--- config.mk ---
export PLATFORM = sky130hd
export DESIGN_NAME = arch_regfile
export DESIGN_NICKNAME = d
export VERILOG_FILES = /design/src/source/ooo_core_pkg.sv /design/src/source/arch_regfile.sv
export SDC_FILE = /design/constraint.sdc
export NUM_CORES = 2
export LEC_CHECK = 0
export BUFFER_PORTS_ARGS = -buffer_cell sky130_fd_sc_hd__buf_2
export CORE_MARGIN = 4
export CORE_UTILIZATION = 55
export DETAILED_ROUTE_END_ITERATION = 7
export PLACE_DENSITY_LB_ADDON = 0.3
export SYNTH_ARGS = -nofsm -noshare
export SYNTH_HDL_FRONTEND = slang
export SYNTH_SLANG_ARGS = --single-unit
export TNS_END_PERCENT = 100
--- constraint.sdc ---
create_clock -name clk -period 1.6 [get_ports clk]
set_input_delay 0.08 -clock clk [delete_from_list [all_inputs] [get_ports clk]]
set_output_delay 0.08 -clock clk [all_outputs]
set_load 0.05 [all_outputs]
--- src/source/ooo_core_pkg.sv ---
package ooo_core_pkg;

    // Datapath and register file sizing
    localparam int XLEN      = 32;
    localparam int REG_IDX_W = 5;
    localparam int NUM_REGS  = 1 << REG_IDX_W;

    // Reorder buffer sizing, ROB_SIZE must be a power of two
    localparam int ROB_SIZE  = 8;
    localparam int ROB_IDX_W = 3;
    localparam int ROB_CNT_W = ROB_IDX_W + 1;

    localparam int MUL_STAGES = 3;

    // Instruction word fields
    localparam int OPC_MSB = 31;
    localparam int OPC_LSB = 28;
    localparam int RD_MSB  = 27;
    localparam int RD_LSB  = 23;
    localparam int RS1_MSB = 22;
    localparam int RS1_LSB = 18;
    localparam int RS2_MSB = 17;
    localparam int RS2_LSB = 13;
    localparam int IMM_MSB = 12;
    localparam int IMM_LSB = 0;
    localparam int IMM_W   = IMM_MSB - IMM_LSB + 1;

    typedef enum logic [3:0] {
        OP_ADD  = 4'd0,
        OP_SUB  = 4'd1,
        OP_AND  = 4'd2,
        OP_OR   = 4'd3,
        OP_XOR  = 4'd4,
        OP_ADDI = 4'd5,
        OP_MUL  = 4'd6
    } opcode_e;

    typedef enum logic [1:0] {
        EXC_NONE    = 2'd0,
        EXC_ILLEGAL = 2'd1
    } exc_e;

    typedef enum logic {
        UNIT_ALU = 1'b0,
        UNIT_MUL = 1'b1
    } unit_e;

endpackage

--- src/source/arch_regfile.sv ---
`timescale 1ns/10ps

module arch_regfile import ooo_core_pkg::*; (
    input  logic                 clk,
    input  logic                 reset,
    input  logic                 retire,
    input  logic [REG_IDX_W-1:0] retire_rd,
    input  logic [XLEN-1:0]      retire_value,
    input  logic [REG_IDX_W-1:0] rs1,
    input  logic [REG_IDX_W-1:0] rs2,
    output logic [XLEN-1:0]      rs1_data,
    output logic [XLEN-1:0]      rs2_data
);

    logic [XLEN-1:0] regs [NUM_REGS];

    // Register zero is never written and stays at its reset value
    always_ff @(posedge clk) begin
        if (reset) begin
            for (int i = 0; i < NUM_REGS; i++) begin
                regs[i] <= '0;
            end
        end else if (retire && (retire_rd != '0)) begin
            regs[retire_rd] <= retire_value;
        end
    end

    assign rs1_data = regs[rs1];
    assign rs2_data = regs[rs2];

endmodule

==> flow_summary.yaml <==
outcome:
  violations: "setup timing"
  status: "complete, but fails checks"
power:
  clockPowerShare_pct: 38.5
  power.switching_uw: 18200
  power_frac_comb_pct: 15.2
  switching_share_pct: 26.5
  ir_drop_mv: 0.921
  pwr-share-seq_pct: 46.3
  power_leakage_uw: 0.0271
  power_uw: 68800
  powerDensity_mw_per_mm2: 1020
  internal-power_uw: 50600
synthesis:
  synth_edf_count: 1024
  synthSimpleGateAreaFrac_pct: 15.7
  ys_ff_latch: 1024
  synth-compound-area-share_pct: 7.02
  synth_fa_ha_area_share_pct: 0
  post_synth_num_cell_types: 29
  synth_top_family_by_area: "multiplexers"
  synth_mux_area_share_pct: 18.3
  syn-instance-count: 4605
  synth_seq_area_share_pct: 55.0
  async_flop_share_pct: 0
  syn_avg_cell_area_um2: 12.1
  ys.flop_type: "edfxtp_1"
  yosys_warnings: 0
  syn_area_mm2: 0.0559
  synth-xor-area-share_pct: 0
detailed_routing:
  post_drt_wl_per_cell_um: 30.1
  via_count: 41600
  viasPerCell: 6.52
  drc: 0
  drtAntennaViolNets: 0
  dr.pass1.iters: 6
  wl_mm: 192
  first_iter_violations: 5980
timing:
  fmax_mhz: 429
  hold_violations: 0
  slew_viol_final: 0
  post-route-min-period_ns: 2.33
  tightest_slew_ns: 0.741
  relSlewSlack_pct: 50.6
  timing.final.crit_share_pct: 146
  grt_setup_unrepaired: "true"
  setup_viol: 64
  setup_slack_ns: -0.733
global_route:
  gr-total-overflow: 0
  grt_pass1_wl_mm: 276
  grt_max_degree: 55
  first_global_vias: 41600
  grt.total_usage_pct: 35.1
  antenna_found_initial: 9
setup_path:
  cp_max_fo: 2
  criticalPathCategory: "reg2out"
  worstSetupEndpointType: "output pin"
  start_kind: "register"
  cp.arrival_ns: 2.25
  crit_required_ns: 1.52
clock_tree:
  cts.sinks: 1024
  cts_tree: "yes"
  cts_buffers: 110
  cts_max_level: 3
  clk_pin_slew_ns: 0.06
  clockRootBuffer: "clkbuf_16"
  cts_buffer_depth: 3
floorplanning:
  rows: 116
  dieArea_mm2: 0.107
  die_w_um: 327
  ioPinCount: 114
  die_h_um: 327
  start_util_pct: 55.7
  coreArea_mm2: 0.100
finish:
  regMostFlops: "regs"
  final_cells: 6380
  largest_register_ffs: 1024
  drive_gt1_share_pct: 19.3
  area_delta_synth_final_pct: 21.2
  reg_top3: "regs (1024)"
  multi_input_area_mm2: 0.0243
  nets: 4972
  nFillCells: 7119
  regArea_mm2: 0.0307
hold_path:
  holdPathEnd: "regs[26][24]"
  min_path_cells: 2
  worstHoldStart: "retire_value[24]"
  hold_path.class: "in2reg"
place:
  place_hpwl_mm: 125
  dp.cells: 6158
  gp_congestion: 0.940
  portBuffers: 113
job:
  drv_cap: 0
layer usage:
layer | GRT usage, % | up-vias | share of wire (%)
met3 | 8.47 | 670 | 13
met4 | 19.8 | 2 | 6.4
li1 | - | 17500 | -
met5 | 0 | - | 0.0057
met1 | 46.6 | 20400 | 37
met2 | 53.2 | 3026 | 44
through the flow:
| stage | hold WS, ns | setup WS (ns) | cell area, µm² | TNS (ns) | utilization, % |
|---|---|---|---|---|---|
| after CTS | 0.00234 | -0.715 | 67600 | -38.48 | 67.3 |
| final | 0.0254 | -0.733 | 67700 | -37.67 | 67.5 |
| after global placement | 0.621 | -0.461 | 62700 | -139.42 | 62.4 |
| after detailed placement | 0.619 | -0.466 | 62700 | -131.92 | 62.4 |
| after floorplan | 0.278 | 0.00106 | 56300 | 0 | - |
| after global routing | 0.0293 | -0.782 | 67700 | -41.50 | 67.4 |
power by group through the flow:
| stage | clock network (µW) | logic, µW | registers (µW) |
|---|---|---|---|
| floorplan | 0 | 5570 | 32100 |
| detailed placement | 0 | 9480 | 32300 |
| CTS | 26600 | 10200 | 31800 |
| global placement | 0 | 9360 | 32200 |
| finish | 26500 | 10500 | 31900 |
| global route | 27700 | 10800 | 32000 |
how the worst max path moves through the flow:
stage / from / end / slack (ns) / cells after the start
after floorplan: rs2[1] / rs2_data[23] / 0.001 / 8
after global placement: rs1[1] / rs1_data[7] / -0.46 / 9
after detailed placement: rs1[1] / rs1_data[7] / -0.47 / 9
after CTS: regs[2][28] / rs1_data[28] / -0.72 / 7
after global routing: regs[2][28] / rs1_data[28] / -0.78 / 7
final: regs[3][19] / rs1_data[19] / -0.73 / 7
synth_stat cells, types with 24 or more instances:
cell,number,area share (%)
a31oi_1,64,0.72
clkbuf_1,218,1.5
buf_4,63,0.85
nand2_1,196,1.3
mux2i_1,1024,18
or2_2,33,0.37
a21oi_1,192,1.7
nand3_1,193,1.7
edfxtp_1,1024,55
nor3_1,64,0.57
buf_1,24,0.16
buf_2,113,1.0
a22oi_1,192,2.6
a22o_1,128,2.0
and2_1,994,11
layout make-up:
class | instances | share of cell area (%)
well taps | 1357 | 2.51
repair buffers | 620 | 10.7
diodes | 10 | 0.0369
clock inverters | 74 | 1.27
multi-input cells | 3166 | 35.9
clock buffers | 129 | 4.20
flip-flops and latches | 1024 | 45.4
worst max-delay path: stages, from the launching register on:
cell	delay [ns]
edfxtp_1	0.40
mux2i_1	0.21
a22o_1	0.16
nor3_1	0.04
a31oi_1	0.29
buf_4	0.19
nand3_4	0.08
buf_8	0.16
cells by family after synthesis:
logic type / count (synthesis)
AND/OR/NAND/NOR: 1534
multiplexers: 1024
flip-flops: 1024
AO/OA/AOI/OAI: 576
buffers and inverters: 446
other: 1
placed cells by master (no fill, tap or decap), drive strengths merged, types with 4 or more instances in the layout:
master and n:
nor2b 5, nor3 64, edfxtp 1024, clkbuf 129, nand2b 5, mux2i 1024
conb 32, nand3 194, a21oi 192, a31oi 64, a22oi 192, a22o 128
dlygate4sd3 24, nor2 35, clkinvlp 5, bufinv 17, buf 596, nand2 196
diode 10, and2 994, nand3b 4, or2 33, clkinv 46, inv 6
what timing repair did:
action / CTS / global route
endpoints found under the hold margin: 594 / 0
pin swaps: 98 / 59
resized for setup: 244 / 16
setup buffers: 0 / 0
endpoints found under the setup margin: 64 / 64
hold buffers: 24 / 0
cloned: 0 / 0
Power figures use the tool's default switching activity.
