--- config.mk ---
export PLATFORM = sky130hd
export DESIGN_NAME = alu_unit_flat
export DESIGN_NICKNAME = d
export VERILOG_FILES = /design/src/source/ooo_core_pkg.sv /design/src/source/exec_done_if.sv /design/src/source/alu_unit.sv /design/src/flat_wrapper.sv
export SDC_FILE = /design/constraint.sdc
export NUM_CORES = 1
export LEC_CHECK = 0
export ABC_AREA = 1
export BUFFER_PORTS_ARGS = -buffer_cell sky130_fd_sc_hd__buf_2
export CORE_MARGIN = 5
export CORE_UTILIZATION = 50
export CTS_CLUSTER_DIAMETER = 150
export CTS_CLUSTER_SIZE = 10
export DETAILED_ROUTE_END_ITERATION = 16
export PLACE_DENSITY = 0.83
export SETUP_SLACK_MARGIN = 0.4
export SYNTH_ARGS = -nofsm -noshare
export SYNTH_HDL_FRONTEND = slang
export SYNTH_SLANG_ARGS = --single-unit
--- constraint.sdc ---
create_clock -name clk -period 3.3 [get_ports clk]
set_input_delay 0.165 -clock clk [delete_from_list [all_inputs] [get_ports clk]]
set_output_delay 0.165 -clock clk [all_outputs]
set_load 0.01 [all_outputs]
--- src/source/ooo_core_pkg.sv ---
package ooo_core_pkg;

    // Datapath and register file sizing
    localparam int XLEN      = 32;
    localparam int REG_IDX_W = 5;
    localparam int NUM_REGS  = 1 << REG_IDX_W;

    // Reorder buffer sizing, ROB_SIZE must be a power of two
    localparam int ROB_SIZE  = 8;
    localparam int ROB_IDX_W = 3;
    localparam int ROB_CNT_W = ROB_IDX_W + 1;

    localparam int MUL_STAGES = 3;

    // Instruction word fields
    localparam int OPC_MSB = 31;
    localparam int OPC_LSB = 28;
    localparam int RD_MSB  = 27;
    localparam int RD_LSB  = 23;
    localparam int RS1_MSB = 22;
    localparam int RS1_LSB = 18;
    localparam int RS2_MSB = 17;
    localparam int RS2_LSB = 13;
    localparam int IMM_MSB = 12;
    localparam int IMM_LSB = 0;
    localparam int IMM_W   = IMM_MSB - IMM_LSB + 1;

    typedef enum logic [3:0] {
        OP_ADD  = 4'd0,
        OP_SUB  = 4'd1,
        OP_AND  = 4'd2,
        OP_OR   = 4'd3,
        OP_XOR  = 4'd4,
        OP_ADDI = 4'd5,
        OP_MUL  = 4'd6
    } opcode_e;

    typedef enum logic [1:0] {
        EXC_NONE    = 2'd0,
        EXC_ILLEGAL = 2'd1
    } exc_e;

    typedef enum logic {
        UNIT_ALU = 1'b0,
        UNIT_MUL = 1'b1
    } unit_e;

endpackage

--- src/source/exec_done_if.sv ---
`timescale 1ns/10ps

interface exec_done_if import ooo_core_pkg::*; ();

    // One-cycle completion strobe with the entry it finishes
    logic                 done;
    logic [ROB_IDX_W-1:0] idx;
    logic [XLEN-1:0]      value;
    exc_e                 exc;

    modport unit (
        output done, idx, value, exc
    );

    modport buffer (
        input done, idx, value, exc
    );

endinterface

--- src/source/alu_unit.sv ---
`timescale 1ns/10ps

module alu_unit import ooo_core_pkg::*; (
    input  logic                 clk,
    input  logic                 reset,
    input  logic                 issue_valid,
    input  opcode_e              issue_op,
    input  logic [ROB_IDX_W-1:0] issue_idx,
    input  logic [XLEN-1:0]      issue_a,
    input  logic [XLEN-1:0]      issue_b,
    exec_done_if.unit            done
);

    logic [XLEN-1:0] result;

    always_comb begin
        case (issue_op)
            OP_ADD:  result = issue_a + issue_b;
            OP_SUB:  result = issue_a - issue_b;
            OP_AND:  result = issue_a & issue_b;
            OP_OR:   result = issue_a | issue_b;
            OP_XOR:  result = issue_a ^ issue_b;
            // Immediate already sign extended into operand b
            OP_ADDI: result = issue_a + issue_b;
            default: result = '0;
        endcase
    end

    always_ff @(posedge clk) begin
        if (reset) begin
            done.done <= 1'b0;
        end else begin
            done.done <= issue_valid;
        end
    end

    always_ff @(posedge clk) begin
        if (issue_valid) begin
            done.idx   <= issue_idx;
            done.value <= result;
        end
    end

    assign done.exc = EXC_NONE;

endmodule

--- src/flat_wrapper.sv ---
// flat-port wrapper written by rule: the top's interface ports become plain ports
module alu_unit_flat import ooo_core_pkg::*;
  (clk, reset, issue_valid, issue_op, issue_idx, issue_a, issue_b, done_done, done_idx, done_value, done_exc);
  exec_done_if done_i ();
  input  logic clk;
  input  logic reset;
  input  logic issue_valid;
  input  opcode_e issue_op;
  input  logic [ROB_IDX_W-1:0] issue_idx;
  input  logic [XLEN-1:0] issue_a;
  input  logic [XLEN-1:0] issue_b;
  output wire logic [$bits(done_i.done)-1:0] done_done;
  output wire logic [$bits(done_i.idx)-1:0] done_idx;
  output wire logic [$bits(done_i.value)-1:0] done_value;
  output wire logic [$bits(done_i.exc)-1:0] done_exc;
  assign done_done = done_i.done;
  assign done_idx = done_i.idx;
  assign done_value = done_i.value;
  assign done_exc = done_i.exc;
  alu_unit u_core (.clk(clk), .reset(reset), .issue_valid(issue_valid), .issue_op(issue_op), .issue_idx(issue_idx), .issue_a(issue_a), .issue_b(issue_b), .done(done_i));
endmodule
==> out/results.tsv <==
metric	value	unit
Antenna Cells	0	
DR WL/cell	15.8	microns
DP Cell Count	1251	
kind of critical path	in2reg	
area leader, netlist	ha_1	
static leakage	4.13	nW
Synth Cell Area	6190	sq um
RSZ-0062 raised after global routing	yes	
CP Launch Type	input pin	
Num CTS Buffers	5	
core area	12100	sq um
Nets	1275	
gpl congestion	1.02	
Synth cell types	44	
outcome	finished clean	
CP max-delay cell	ha_1	
area delta synth->final	20.2	%
total power	2.24	mW
max-slew violation count	0	
largest net degree at the start of global routing	37	
most frequent CP cell	nand2_1	
number of H-tree levels	2	
DR vias	6792	
starting density of the core	51.3	%
#FFs+latches synth	36	
fmax	357	MHz
row cnt	40	
top post-synthesis cells by area	ha_1 (20%), nand2_1 (17%), edfxtp_1 (17%), inv_1 (11%), nor2_1 (6.8%)	
crit end category	flop	
Seq/Total Area, Yosys	17.3	%
Root Buffer Master	clkbuf_16	
vias per cell	5.36	
Longest Clk Path Bufs	2	
final hold viol count	0	
Routed WL	20100	microns
Max-slew headroom	36.7	%
setup violators final	0	
DR pass1 iterations	5	
slowest stage delay, CP	0.35	ns
number of buffers added on ports	109	
cells after synthesis	973	
worst path arrival time	2.84	ns
dpl hpwl	16200	microns
Buf+Inv Stages, Crit Path	6	
worst hold margin	0.0265	ns
Remaining DRCs	0	
DIE AREA	14700	sq um
max-cap violations	0	
layout cells sized above 1	20.2	%
Critical Path, Cell by Cell	buf_2, inv_2, nand2_1, nand2_4, inv_4, o21ai_4, buf_6, buf_4, nand2_1, xor2_1, ha_1, nand2_1, inv_1, nand2_1, nand3_1, o21bai_1, nor2_1, nand3_1, nand3_1, nand2_1	
CTS tree	done	
first-pass GRT wire length	31300	microns
critical path fanouts, max	11	
worst hold-check path type	in2reg	
synth warn	0	
first-iteration detailed-routing DRC count	703	
synthesized area per cell	6.36	sq um
crit-path leading delay family	simple AND/OR/NAND/NOR gates	
Die Wd	121	microns
Slew @ Worst Pin	0.950	ns
Post-Layout Cell Count	1268	
final worst-path cycle share	84.9	%
peak supply drop	0.000182	V
post-route ant nets	0	
clk sinks	36	
vias in the first global route	6390	
Yosys top cell area share	20.4	%
Clk pin slew, worst setup/hold paths	0.06	ns
# IOs	112	
Die Y	121	microns
total track usage	26.7	%
Critical Path RT	3.34	ns
total gr overflow	0	
minimum clock period	2.80	ns
Cell Pwr Density	301	nW/um^2
initial antenna violation count	0	
-- stage by stage --
stage / utilization, % / setup TNS (ns) / area [sq um] / setup slack, ns
after floorplan: - / 0 / 6200 / 0.671
after global placement: 58.0 / 0 / 6990 / 0.0434
after detailed placement: 58.0 / -0.0258 / 6990 / -0.0258
after CTS: 59.5 / 0 / 7180 / 0.417
after global routing: 61.7 / 0 / 7450 / 0.323
final: 61.7 / 0 / 7450 / 0.500
-- cells in the final DEF, fill, tap and decap left out, drive strengths merged --
cell type,count
nand3,63
fa,1
o211ai,1
or2,7
nor3,9
o21ai,23
nand4,13
buf,134
nor2,119
ha,101
o31ai,1
o221ai,1
a31oi,1
clkinvlp,1
inv,181
dfxtp,1
bufinv,1
nand2,284
a21o,1
a21oi,42
clkinv,1
o2111ai,4
conb,2
nand3b,6
xnor2,2
nor4,1
xor2,29
o21bai,6
clkbuf,5
a221oi,23
and2,1
edfxtp,35
-- path summary, 6_finish.rpt --
check	startpoint	to	slack [ns]	cells after the start
setup / recovery	issue_op[0]	u_core.done.value[25]$_DFFE_PP_	0.50	20
hold / removal	reset	u_core.done.done$_SDFF_PP0_	0.03	2
-- synth_stat cells, drive strengths merged --
library cell  number
nor4               1
xor2              29
a21oi             42
o21bai             6
nand3             63
o2111ai            4
buf               10
nor3               9
edfxtp            35
o211ai             1
o21ai             23
a221oi            23
fa                 1
dfxtp              1
nor2             119
xnor2              2
nand3b             6
a21o               1
or2                7
conb               1
nand4             13
and2               1
inv              181
o31ai              1
ha               101
a31oi              1
o221ai             1
clkbuf             6
nand2            284
-- metal layers --
metal / track usage [%] / vias up / routed length [microns]
met5: 0 / - / 0
met4: 9.31 / 0 / 508
met3: 4.15 / 38 / 1830
met2: 43.1 / 317 / 9080
met1: 36.2 / 3077 / 8670
li1: - / 3360 / -
-- cell type report --
class | instances | area [sq um]
tap | 168 | 210
inverter | 181 | 687
multi-input combinational | 741 | 4570
clock buffer | 5 | 125
timing repair buffer | 134 | 737
fill | 1170 | 4620
sequential | 36 | 1070
clock inverter | 3 | 42.5
-- flip-flops by register name, indices dropped and copies added, names as in the netlist --
register           count
u_core.done.value     32
u_core.done.done       1
u_core.done.idx        3
-- power breakdown --
part | total (mW) | switching, mW | internal [mW]
clock | 0.575 | 0.219 | 0.356
combinational | 1.09 | 0.709 | 0.380
sequential | 0.574 | 0.0130 | 0.561
total | 2.24 | 0.942 | 1.30
-- cells by family after synthesis --
group	share of synthesized area (%)
AO/OA/AOI/OAI	11.1
XOR/XNOR	4.38
adder cells (fa/ha/maj)	20.7
buffers and inverters	12.4
flip-flops	17.3
other	0.0606
AND/OR/NAND/NOR	34.0
-- timing repair --
action / 4_1_cts / 5_1_grt
buffers inserted: 0 / 8
resized for setup: 4 / 58
pin swaps: 0 / 14
hold buffers: 0 / 0
endpoints found under the setup margin: 6 / 23
cloned: 0 / 1
Note: power is estimated with default switching activity, not from simulation.
