<file path="src/source/ooo_core_pkg.sv">
package ooo_core_pkg;

    // Datapath and register file sizing
    localparam int XLEN      = 32;
    localparam int REG_IDX_W = 5;
    localparam int NUM_REGS  = 1 << REG_IDX_W;

    // Reorder buffer sizing, ROB_SIZE must be a power of two
    localparam int ROB_SIZE  = 8;
    localparam int ROB_IDX_W = 3;
    localparam int ROB_CNT_W = ROB_IDX_W + 1;

    localparam int MUL_STAGES = 3;

    // Instruction word fields
    localparam int OPC_MSB = 31;
    localparam int OPC_LSB = 28;
    localparam int RD_MSB  = 27;
    localparam int RD_LSB  = 23;
    localparam int RS1_MSB = 22;
    localparam int RS1_LSB = 18;
    localparam int RS2_MSB = 17;
    localparam int RS2_LSB = 13;
    localparam int IMM_MSB = 12;
    localparam int IMM_LSB = 0;
    localparam int IMM_W   = IMM_MSB - IMM_LSB + 1;

    typedef enum logic [3:0] {
        OP_ADD  = 4'd0,
        OP_SUB  = 4'd1,
        OP_AND  = 4'd2,
        OP_OR   = 4'd3,
        OP_XOR  = 4'd4,
        OP_ADDI = 4'd5,
        OP_MUL  = 4'd6
    } opcode_e;

    typedef enum logic [1:0] {
        EXC_NONE    = 2'd0,
        EXC_ILLEGAL = 2'd1
    } exc_e;

    typedef enum logic {
        UNIT_ALU = 1'b0,
        UNIT_MUL = 1'b1
    } unit_e;

endpackage

</file>
<file path="src/source/instr_decoder.sv">
`timescale 1ns/10ps

module instr_decoder import ooo_core_pkg::*; (
    input  logic                 clk,
    input  logic                 reset,
    input  logic                 instr_valid,
    input  logic [XLEN-1:0]      instr,
    input  logic [XLEN-1:0]      instr_pc,
    output logic                 instr_ready,
    input  logic                 flush,
    input  logic                 full,
    input  logic [ROB_IDX_W-1:0] alloc_idx,
    output logic                 alloc,
    output logic [REG_IDX_W-1:0] alloc_rd,
    output logic [XLEN-1:0]      alloc_pc,
    output exc_e                 alloc_exc,
    output unit_e                alloc_unit,
    output logic [REG_IDX_W-1:0] rs1,
    output logic [REG_IDX_W-1:0] rs2,
    input  logic                 rs1_hit,
    input  logic                 rs1_pending,
    input  logic [XLEN-1:0]      rs1_fwd,
    input  logic                 rs2_hit,
    input  logic                 rs2_pending,
    input  logic [XLEN-1:0]      rs2_fwd,
    input  logic [XLEN-1:0]      rf_rs1_data,
    input  logic [XLEN-1:0]      rf_rs2_data,
    output logic                 issue_valid,
    output unit_e                issue_unit,
    output opcode_e              issue_op,
    output logic [ROB_IDX_W-1:0] issue_idx,
    output logic [XLEN-1:0]      issue_a,
    output logic [XLEN-1:0]      issue_b
);

    opcode_e          opcode;
    logic             legal;
    logic             uses_rs2;
    logic [IMM_W-1:0] imm;
    logic [XLEN-1:0]  imm_ext;
    logic             operand_wait;
    logic             accept;

    assign opcode   = opcode_e'(instr[OPC_MSB:OPC_LSB]);
    assign alloc_rd = instr[RD_MSB:RD_LSB];
    assign rs1      = instr[RS1_MSB:RS1_LSB];
    assign rs2      = instr[RS2_MSB:RS2_LSB];
    assign imm      = instr[IMM_MSB:IMM_LSB];
    assign imm_ext  = {{(XLEN - IMM_W){imm[IMM_W-1]}}, imm};

    always_comb begin
        case (opcode)
            OP_ADD, OP_SUB, OP_AND, OP_OR, OP_XOR, OP_ADDI, OP_MUL: legal = 1'b1;
            default: legal = 1'b0;
        endcase
    end

    assign uses_rs2 = legal && (opcode != OP_ADDI);

    // Hold the word while a needed source is still in flight
    assign operand_wait = legal && (rs1_pending || (uses_rs2 && rs2_pending));
    assign instr_ready  = !full && !operand_wait && !flush;
    assign accept       = instr_valid && instr_ready;

    assign alloc      = accept;
    assign alloc_pc   = instr_pc;
    assign alloc_exc  = legal ? EXC_NONE : EXC_ILLEGAL;
    assign alloc_unit = (opcode == OP_MUL) ? UNIT_MUL : UNIT_ALU;

    // Undefined words take an entry but go to no unit
    assign issue_valid = accept && legal;
    assign issue_unit  = alloc_unit;
    assign issue_op    = opcode;
    assign issue_idx   = alloc_idx;
    assign issue_a     = rs1_hit ? rs1_fwd : rf_rs1_data;
    assign issue_b     = !uses_rs2 ? imm_ext : (rs2_hit ? rs2_fwd : rf_rs2_data);

    // Buffer full must always hold allocation back
    a_no_alloc_full: assert property (@(posedge clk) disable iff (reset) alloc |-> !full)
        else $error("alloc while reorder buffer full");

endmodule

</file>
<file path="config.mk">
export PLATFORM = sky130hd
export DESIGN_NAME = instr_decoder
export DESIGN_NICKNAME = d
export VERILOG_FILES = /design/src/source/ooo_core_pkg.sv /design/src/source/instr_decoder.sv
export SDC_FILE = /design/constraint.sdc
export NUM_CORES = 1
export LEC_CHECK = 0
export BUFFER_PORTS_ARGS = -buffer_cell sky130_fd_sc_hd__buf_2
export CAP_MARGIN = 20
export CORE_AREA = 2 2 127 129
export DETAILED_ROUTE_END_ITERATION = 6
export DIE_AREA = 0 0 129 131
export PLACE_DENSITY = 0.5
export SKIP_LAST_GASP = 1
export SLEW_MARGIN = 20
export SYNTH_ARGS = -nofsm -noshare
export SYNTH_HDL_FRONTEND = slang
export SYNTH_SLANG_ARGS = --single-unit
export TNS_END_PERCENT = 20
</file>
<file path="constraint.sdc">
create_clock -name vclk -period 2.85
set_input_delay 0.57 -clock vclk [all_inputs]
set_output_delay 0.57 -clock vclk [all_outputs]
set_load 0.005 [all_outputs]
</file>
==> results.txt <==
----------------------------------------------------
[Placed design]
  Gpl congestion ... 0.660
  Estimated wirelength of the detail-placed design ... 6.57 mm
  Buffers on Ports ... 226
  Cell count after placement ... 555
  Pre-CTS WS ... 561 ps

[Floorplanning]
  Area of the placeable core ... 0.0156 mm²
  Total die area ... 0.0169 mm²
  DIE HEIGHT ... 131 µm
  Starting Density ... 12.6%
  Horizontal extent of the die ... 129 µm
  Rows ... 46
  Top Ports ... 329

[Critical path]
  Critical Path Fanout Max ... 16
  Kind of start point of the critical path ... input pin
  Crit Path Class ... input pin to output pin
  Required time of the critical path ... 2280 ps
  Buffers & Inverters on Critical Path ... 3
  Critical path's top delay family ... multiplexers
  Worst stage delay on the critical path ... 370 ps
  WP data arrival ... 1700 ps
  List of cells traversed by the critical path ... buf_2, buf_4, mux2_2, mux2_2, buf_2
  Slowest cell on crit path ... sky130_fd_sc_hd__mux2_2
  Endpoint type of the worst setup path ... output pin

[Power]
  Leakage power ... 1.57 nW
  Peak supply drop ... 0.0000585 V
  Total power draw ... 0.435 mW
  Power per standard cell area ... 153 mW/mm²

[Min path]
  Cells on Worst Hold Path ... 0
  Launch point of the worst hold path ... instr_pc[2]
  Hold Path Class ... input pin to output pin
  Endpoint of the worst hold path ... alloc_pc[2]

[Global route]
  Global-route wire length before repair ... 9.66 mm
  Vias in the first global route ... 1736
  Remaining global-route overflow ... 0
  Antenna violations before repair ... 0
  Total GRT Usage ... 7.28%
  Maximum number of pins on one net before global-route repair ... 33

[Yosys]
  Post-Synthesis Cell Area ... 0.00196 mm²
  Cell type with the highest aggregate area in the netlist ... sky130_fd_sc_hd__mux2_4
  Sequential-to-total area share from yosys stat ... 0%
  Warnings from Yosys ... 0
  Top area cells in the synthesized netlist ... sky130_fd_sc_hd__mux2_4 46%, sky130_fd_sc_hd__buf_4 21%, sky130_fd_sc_hd__mux2_2 20%
  Syn Area/Cell ... 11.0 µm²
  Number of standard cells after synthesis ... 178
  Synth Net Count ... 382
  Synth cell count leaders ... 60 x sky130_fd_sc_hd__mux2_4, 56 x sky130_fd_sc_hd__buf_4, 34 x sky130_fd_sc_hd__mux2_2
  Most common cell in the synthesized netlist ... sky130_fd_sc_hd__mux2_4
  Number of distinct library cells after synthesis ... 20
  Share of Yosys cell area claimed by the top area cell type ... 46.0%

[STA]
  Final Max Slew Viols ... 0
  Minimum clock period ... 2270 ps
  Setup repair after global routing missed its margin ... no
  Slack of the critical path ... 576 ps
  Final Hold Vio Count ... 0
  Total setup violations reported at the end of the flow ... 0
  Max Freq ... 440 MHz
  Total negative slack ... 0 ps
  Crit share post-route ... 79.8%

[CTS]
  Number of hold buffers added after cts ... 0
  Post-CTS Setup Bufs ... 0
  Post-CTS sizing ... 0

[Routing]
  Drt total wl ... 7.38 mm
  Final routed DRC violation total ... 0
  Detail-routed via count per cell ... 3.46
  Wirelength per Cell ... 13.3 µm
  Vias ... 1919
  Number of antenna-violating nets in the routed design ... 0
  Violation count after the first detailed-routing iteration ... 13
  First-pass iteration count of the detailed router ... 4

[Cells and area]
  Layout Cells excl Fill ... 555
  Area used by multi-input combinational logic ... 0.00140 mm²
  Fraction of final layout cells sized beyond drive strength 1 ... 96.5%
  Final net count ... 545
  Storage cell area ... 0 µm²
  Diodes inserted ... 0
  Filler instances ... 1793
  Layout sequential cell count ... 0
  Total of clock buffers placed in the layout ... 0
  Area Overhead vs Synth ... 45.5%

[Flow run]
  Max-cap violations ... 0

[Status]
  Result of the run ... complete, no violations

----------------------------------------------------
[stage by stage]
step / hold WS [ps] / instance area (µm²) / util [%]
after CTS: 1140 / 2850 / 18.3
final: 1140 / 2850 / 18.3
after global placement: 1140 / 2850 / 18.3
after detailed placement: 1140 / 2850 / 18.3
after global routing: 1140 / 2850 / 18.3
after floorplan: 1170 / 1960 / -
[layout make-up]
type / count / area share [%]
inverter: 1 / 0.132
multi-input combinational: 108 / 49.2
tap: 216 / 9.48
timing repair buffer: 230 / 41.2
[routing by layer]
| layer | vias to the layer above | routed length (µm) | track usage (%) |
|---|---|---|---|
| met3 | 26 | 846 | 1.63 |
| met4 | 0 | 222 | 2.05 |
| li1 | 897 | - | - |
| met5 | - | 0 | 0 |
| met1 | 838 | 2770 | 7.91 |
| met2 | 158 | 3550 | 14.1 |
[worst max-delay path by stage]
stage,to,startpoint,slack (ps),cells past startpoint
6_report,issue_b[0],rs2_hit,580,5
5_1_grt,issue_b[0],rs2_hit,520,5
4_1_cts,issue_valid,full,560,4
3_5_place_dp,issue_valid,full,560,4
3_3_place_gp,issue_b[0],rs2_hit,570,5
2_1_floorplan,issue_b[10],rs2_hit,910,4
[report_power, final]
part / switching, mW / internal (mW)
sequential: 0 / 0
clock: 0 / 0
combinational: 0.153 / 0.282
total: 0.153 / 0.282
[kinds of logic (layout without fill, tap and decap cells)]
| logic type | Yosys count | in the layout | share of synthesized area, % |
|---|---|---|---|
| muxes | 96 | 96 | 66.7 |
| and+or+nand+nor | 5 | 5 | 1.47 |
| other | 1 | 1 | 0.191 |
| buffers and inverters | 70 | 231 | 28.4 |
| AOI/OAI and AO/OA | 6 | 6 | 3.32 |
[cell usage in the layout, fill, tap and decap left out, drive strengths merged]
master / netlist / routed
a211oi: 1 / 1
or3b: 1 / 1
a2111oi: 2 / 2
nor3: 1 / 1
buf: 66 / 230
a2bb2oi: 1 / 1
a31o: 1 / 1
a21oi: 1 / 1
conb: 1 / 1
nand2: 2 / 2
mux2: 96 / 96
inv: 1 / 1
nor3b: 1 / 1
(Power assumes the default switching activity.)
