File: src/source/ooo_core_pkg.sv
package ooo_core_pkg;

    // Datapath and register file sizing
    localparam int XLEN      = 32;
    localparam int REG_IDX_W = 5;
    localparam int NUM_REGS  = 1 << REG_IDX_W;

    // Reorder buffer sizing, ROB_SIZE must be a power of two
    localparam int ROB_SIZE  = 8;
    localparam int ROB_IDX_W = 3;
    localparam int ROB_CNT_W = ROB_IDX_W + 1;

    localparam int MUL_STAGES = 3;

    // Instruction word fields
    localparam int OPC_MSB = 31;
    localparam int OPC_LSB = 28;
    localparam int RD_MSB  = 27;
    localparam int RD_LSB  = 23;
    localparam int RS1_MSB = 22;
    localparam int RS1_LSB = 18;
    localparam int RS2_MSB = 17;
    localparam int RS2_LSB = 13;
    localparam int IMM_MSB = 12;
    localparam int IMM_LSB = 0;
    localparam int IMM_W   = IMM_MSB - IMM_LSB + 1;

    typedef enum logic [3:0] {
        OP_ADD  = 4'd0,
        OP_SUB  = 4'd1,
        OP_AND  = 4'd2,
        OP_OR   = 4'd3,
        OP_XOR  = 4'd4,
        OP_ADDI = 4'd5,
        OP_MUL  = 4'd6
    } opcode_e;

    typedef enum logic [1:0] {
        EXC_NONE    = 2'd0,
        EXC_ILLEGAL = 2'd1
    } exc_e;

    typedef enum logic {
        UNIT_ALU = 1'b0,
        UNIT_MUL = 1'b1
    } unit_e;

endpackage

File: src/source/exec_done_if.sv
`timescale 1ns/10ps

interface exec_done_if import ooo_core_pkg::*; ();

    // One-cycle completion strobe with the entry it finishes
    logic                 done;
    logic [ROB_IDX_W-1:0] idx;
    logic [XLEN-1:0]      value;
    exc_e                 exc;

    modport unit (
        output done, idx, value, exc
    );

    modport buffer (
        input done, idx, value, exc
    );

endinterface

File: src/source/mul_unit.sv
`timescale 1ns/10ps

module mul_unit import ooo_core_pkg::*; (
    input  logic                 clk,
    input  logic                 reset,
    input  logic                 flush,
    input  logic                 issue_valid,
    input  logic [ROB_IDX_W-1:0] issue_idx,
    input  logic [XLEN-1:0]      issue_a,
    input  logic [XLEN-1:0]      issue_b,
    exec_done_if.unit            done
);

    logic [MUL_STAGES-1:0] valid;
    logic [ROB_IDX_W-1:0]  idx [MUL_STAGES];

    // Stage 0 operands
    logic [XLEN-1:0]   a_q;
    logic [XLEN-1:0]   b_q;
    // Stage 1 partial products, only the low half of the cross terms matters
    logic [XLEN-1:0]   p_low;
    logic [XLEN/2-1:0] p_cross;
    // Stage 2 low word of the product
    logic [XLEN-1:0]   product;

    always_ff @(posedge clk) begin
        if (reset || flush) begin
            valid <= '0;
        end else begin
            valid <= {valid[MUL_STAGES-2:0], issue_valid};
        end
    end

    always_ff @(posedge clk) begin
        idx[0] <= issue_idx;
        for (int s = 1; s < MUL_STAGES; s++) begin
            idx[s] <= idx[s-1];
        end

        a_q <= issue_a;
        b_q <= issue_b;

        p_low   <= a_q[XLEN/2-1:0] * b_q[XLEN/2-1:0];
        p_cross <= a_q[XLEN/2-1:0] * b_q[XLEN-1:XLEN/2]
                 + a_q[XLEN-1:XLEN/2] * b_q[XLEN/2-1:0];

        product <= p_low + {p_cross, {(XLEN/2){1'b0}}};
    end

    assign done.done  = valid[MUL_STAGES-1];
    assign done.idx   = idx[MUL_STAGES-1];
    assign done.value = product;
    assign done.exc   = EXC_NONE;

endmodule

File: src/flat_wrapper.sv
// flat-port wrapper written by rule: the top's interface ports become plain ports
module mul_unit_flat import ooo_core_pkg::*;
  (clk, reset, flush, issue_valid, issue_idx, issue_a, issue_b, done_done, done_idx, done_value, done_exc);
  exec_done_if done_i ();
  input  logic clk;
  input  logic reset;
  input  logic flush;
  input  logic issue_valid;
  input  logic [ROB_IDX_W-1:0] issue_idx;
  input  logic [XLEN-1:0] issue_a;
  input  logic [XLEN-1:0] issue_b;
  output wire logic [$bits(done_i.done)-1:0] done_done;
  output wire logic [$bits(done_i.idx)-1:0] done_idx;
  output wire logic [$bits(done_i.value)-1:0] done_value;
  output wire logic [$bits(done_i.exc)-1:0] done_exc;
  assign done_done = done_i.done;
  assign done_idx = done_i.idx;
  assign done_value = done_i.value;
  assign done_exc = done_i.exc;
  mul_unit u_core (.clk(clk), .reset(reset), .flush(flush), .issue_valid(issue_valid), .issue_idx(issue_idx), .issue_a(issue_a), .issue_b(issue_b), .done(done_i));
endmodule
File: config.mk
export PLATFORM = sky130hd
export DESIGN_NAME = mul_unit_flat
export DESIGN_NICKNAME = d
export VERILOG_FILES = /design/src/source/ooo_core_pkg.sv /design/src/source/exec_done_if.sv /design/src/source/mul_unit.sv /design/src/flat_wrapper.sv
export SDC_FILE = /design/constraint.sdc
export NUM_CORES = 1
export LEC_CHECK = 0
export ABC_AREA = 1
export BUFFER_PORTS_ARGS = -buffer_cell sky130_fd_sc_hd__buf_2
export CAP_MARGIN = 20
export CORE_ASPECT_RATIO = 1.75
export CORE_MARGIN = 2
export CORE_UTILIZATION = 56
export CTS_CLUSTER_DIAMETER = 120
export CTS_CLUSTER_SIZE = 10
export DETAILED_ROUTE_END_ITERATION = 7
export MAX_ROUTING_LAYER = met4
export PLACE_DENSITY = 0.74
export SLEW_MARGIN = 15
export SYNTH_ARGS = -nofsm -noshare
export SYNTH_HDL_FRONTEND = slang
export SYNTH_SLANG_ARGS = --single-unit
File: constraint.sdc
create_clock -name clk -period 15.4 [get_ports clk]
set_input_delay 4.62 -clock clk [delete_from_list [all_inputs] [get_ports clk]]
set_output_delay 4.62 -clock clk [all_outputs]
set_load 0.01 [all_outputs]
==> results of run 1 <==
## per-stage QoR
step / utilization [%] / area, sq um
final: 60.7 / 22700
after global routing: 60.7 / 22700
after CTS: 60.7 / 22700
after detailed placement: 59.0 / 22100
after global placement: 59.0 / 22100
after floorplan: - / 21200
## per-layer routing
metal  track usage, %  vias to the layer above
met4             24.2                        0
met1             30.4                     8077
li1                 -                     7589
met2             58.1                      709
met3             4.04                      316
met5                -                        -
## final timing paths
kind | startpoint | endpoint | slack [ns]
hold reg to reg | u_core.p_low[5] | u_core.done.value[5] | 0.32
setup / recovery | u_core.a_q[5] | u_core.p_cross[15] | 8.81
hold / removal | u_core.p_low[5] | u_core.done.value[5] | 0.32
setup reg to reg | u_core.a_q[5] | u_core.p_cross[15] | 8.81
## cells by family after synthesis
family	after synthesis	share of synthesized area, %
AOI/OAI and AO/OA	108	2.86
buffers and inverters	881	16.0
other	1	0.0177
adders and majority gates	589	48.2
DFF	156	14.7
xor gates and xnor gates	61	2.52
and+or+nand+nor	847	15.7
## cell type report
class	instances	share of cell area, %
clock buffer	18	1.89
clock inverter	14	0.964
inverter	774	12.8
multi-input combinational	1607	64.6
sequential	156	13.8
tap	480	2.64
timing repair buffer	136	3.33
## flip-flops by register name, indices dropped and copies added, names as in the netlist
name	cells
u_core.p_cross	16
u_core.done.value	32
u_core.p_low	32
u_core.a_q	32
u_core.b_q	32
u_core.valid	3
u_core.idx	9
## placed cells by master, fill, tap and decap left out, types with 30 or more instances in the layout
| master | n |
|---|---|
| buf_2 | 106 |
| dfxtp_1 | 155 |
| fa_1 | 379 |
| a21oi_1 | 61 |
| nand2_1 | 728 |
| nand3_1 | 45 |
| buf_4 | 30 |
| ha_1 | 210 |
| inv_1 | 772 |
| xor2_1 | 39 |
| nor2_1 | 41 |
==> out/results.ini, run 1 <==
[detailed_routing]
wl_met2_um = 30800
viasPerCell = 5.24
final_antenna_net_count = 0
drc_errors = 0
drt_iter0_markers = 923
num_vias = 16691
wl_per_cell_um = 18.1
drt_wl_total_um = 57500
top_layer = met4
detail_route.first_pass.iterations = 5
dr_wl_met3_um = 3210
m1WireLength_um = 18300

[clock_tree]
clk_pin_slew_ns = 0.08
ctsHtreeMaxLevel = 4
cts_hold_buf = 0
cts_setup_buffers = 0
cts_tree = done
cts_buffers = 17
cts-resized-gates = 0
clockBufferDepth = 2
clock-root-buffer = clkbuf_16
clk_latency_ns = 0.45
numClockSinks = 156

[die]
row_count = 94
die_height_um = 261
coreArea_sq_um = 37400
io_pins = 109
fp.dieW_um = 151
start_util_pct = 56.6
dieArea_sq_um = 39500

[setup_path]
cp_data_arrival_time_ns = 6.94
path_delay_family = adder cells
path_buf_inv = 5
max_stage_delay_ns = 0.54
critPathCaptureType = register
path_max_fanout = 22
crit_type = reg -> reg
cp-start-kind = register
reg2regPathDepth = 25
slowest_stage = fa_1
cp_common_cell = fa_1
cp_num_cells = 25
required_ns = 15.76

[cells_and_area]
drive_above_1_share_pct = 6.88
nFillCells = 3301
nets = 3352
seq_area_sq_um = 3120
diodes = 0
instances_no_fill = 3185
multi_input_area_sq_um = 14700
syn_to_final_growth_pct = 7.22

[worst_hold_path]
hold_path.class = reg -> reg
hold_path_depth = 0

[placed_design]
dp_slack_ns = 8.86
dp.cells = 3153
dp_hpwl_um = 44900
routabilityCongestion = 0.974
port-buffer-count = 106

[outcome]
status = finished, final reports clean

[sta]
fmax_mhz = 152
setup_viol = 0
slew_viol_final = 0
worst_slack_ns = 8.81
maxSlewHeadroom_pct = 38.4
setup_tns_ns = 0
hold_viol_final = 0
rsz0062_at_grt = false
fin_crit_ns = 6.59
holdWs_ns = 0.325
tightest_slew_ns = 0.923
finClkSkew_ns = 0.0136
min_period_over_period_pct = 42.8

[yosys]
synth-async-reset-ratio_pct = 0
syn_avg_cell_area_sq_um = 8.02
synth_common_cells = 772 x inv_1, 728 x nand2_1, 379 x fa_1, 210 x ha_1, 156 x dfxtp_1
yosysWarnings = 0
yosysSeqAreaShare_pct = 14.7
synth_area_leaders = fa_1 36%, dfxtp_1 15%, inv_1 14%
synth_ff_type = dfxtp_1
ys_seq_elements = 156
synth_top_area_share_pct = 35.8
synth.most_common_cell = inv_1
synth_cell_type_count = 40
synth_top_area_cell = fa_1
synth-edff-count = 0
syn_area_sq_um = 21200
synth_cells = 2643

[global_route]
grt_pass1_vias = 18637
grt_max_degree = 33
grt_pass1_wl_um = 92200
grt_antenna_before_repair = 0
grt_usage_pct = 32.1
globalRouteOverflowTotal = 0

[run]
timing.max_cap.violations = 0

Power of run 1 is not shown: default switching activity piles up to over one toggle a cycle in this logic, so the estimate is an artifact.
==> run 2, diff against run 1 <==
==> constraint.sdc (replaced) <==
create_clock -name clk -period 6.7 [get_ports clk]
set_input_delay 2.01 -clock clk [delete_from_list [all_inputs] [get_ports clk]]
set_output_delay 2.01 -clock clk [all_outputs]
set_load 0.01 [all_outputs]
==> out/results.ini, run 2 (synthesized netlist as in run 1, its figures left out) <==
[cells_and_area]
multi_input_area_sq_um = 14700
drive_above_1_share_pct = 8.32
layout_common_cells = 772 x inv_1, 728 x nand2_1, 379 x fa_1
seq_area_sq_um = 3130
nFillCells = 3352
nets = 3386
layout_commonest_cell = inv_1
syn_to_final_growth_pct = 8.35
diodes = 0

[setup_path]
cp_common_cell = fa_1
required_ns = 7.07
cp-start-kind = register
r2r-start = u_core.b_q[1]
critPathCaptureType = register
reg2reg_to = u_core.p_cross[15]
path_delay_family = adder cells
r2r_slack_ns = 0.38
crit_type = reg -> reg
cp_data_arrival_time_ns = 6.69
reg2regPathDepth = 25
cp_num_cells = 25
path_max_fanout = 13
max_stage_delay_ns = 0.54
path_buf_inv = 5
slowest_stage = fa_1

[clock_tree]
ctsHtreeMaxLevel = 4
cts_tree = done
clock-root-buffer = clkbuf_16
cts_buffers = 17
numClockSinks = 156
clk_latency_ns = 0.47
clockBufferDepth = 2
clk_pin_slew_ns = 0.09

[sta]
finClkSkew_ns = 0.0207
setup_viol = 0
maxSlewHeadroom_pct = 35.2
hold_viol_final = 0
fmax_mhz = 158
slew_viol_final = 0
setup_tns_ns = 0
fin_crit_ns = 6.32
tightest_slew_ns = 0.970
rsz0062_at_grt = false
min_period_over_period_pct = 94.3

[detailed_routing]
detail_route.first_pass.iterations = 8
num_vias = 16712
drt_wl_total_um = 58500
drc_errors = 0
wl_per_cell_um = 18.2
drt_iter0_markers = 906
final_antenna_net_count = 0
viasPerCell = 5.19

[global_route]
globalRouteOverflowTotal = 0
grt_usage_pct = 32.7
grt_antenna_before_repair = 0
grt_pass1_vias = 18438
grt_pass1_wl_um = 93000
grt_max_degree = 25

[placed_design]
dp_hpwl_um = 49100
routabilityCongestion = 0.982
port-buffer-count = 106

[worst_hold_path]
hold_path.class = reg -> reg
min_from = u_core.p_low[14]
min_to = u_core.done.value[14]
hold_path_depth = 0

[die]
coreArea_sq_um = 37400
dieArea_sq_um = 39500
io_pins = 109
start_util_pct = 56.6
row_count = 94
fp.dieW_um = 151
die_height_um = 261

[run]
timing.max_cap.violations = 0

[outcome]
status = finished, final reports clean

run 2: through the flow:
| stage | hold slack, ns | utilization [%] | cells | setup slack (ns) | cell area [sq um] |
|---|---|---|---|---|---|
| after floorplan | 0.310 | - | 2644 | 0.600 | 21200 |
| after global placement | 0.311 | 59.7 | 3186 | 0.361 | 22300 |
| after detailed placement | 0.312 | 59.7 | 3186 | 0.264 | 22300 |
| after CTS | 0.325 | 61.3 | 3218 | 0.206 | 22900 |
| after global routing | 0.325 | 61.4 | 3219 | 0.00696 | 23000 |
| final | 0.319 | 61.4 | 3219 | 0.382 | 23000 |
run 2: final cells by class:
cell class / count / area share (%)
clock inverter: 15 / 0.709
tap: 480 / 2.62
inverter: 774 / 12.7
multi-input combinational: 1607 / 64.0
clock buffer: 17 / 1.85
timing repair buffer: 170 / 4.51
sequential: 156 / 13.6
run 2: repair_timing:
| action | 4_1_cts | 5_1_grt |
|---|---|---|
| buffers inserted | 0 | 1 |
| setup endpoints to repair | 0 | 2 |
| hold buffers | 0 | 0 |
| resized for setup | 0 | 8 |
run 2: worst max-delay path by stage:
stage / from / end / slack (ns)
final: u_core.b_q[1] / u_core.p_cross[15] / 0.38
after detailed placement: u_core.b_q[2] / u_core.p_cross[15] / 0.26
after CTS: u_core.b_q[2] / u_core.p_cross[15] / 0.21
after global routing: u_core.b_q[18] / u_core.p_cross[15] / 0.007
after global placement: u_core.b_q[3] / u_core.p_cross[15] / 0.36
after floorplan: u_core.a_q[3] / u_core.p_cross[15] / 0.60
run 2: metal layers:
| metal | part of all wire [%] | track usage, % | routed length (um) | vias to the layer above |
|---|---|---|---|---|
| met1 | 32 | 30.5 | 18700 | 8153 |
| met4 | 9.3 | 24.2 | 5450 | 0 |
| met3 | 4.1 | 3.48 | 2420 | 257 |
| li1 | - | - | - | 7655 |
| met2 | 55 | 60.5 | 31900 | 647 |
| met5 | 0 | - | 0 | - |
Power of run 2 is left out for the same reason.
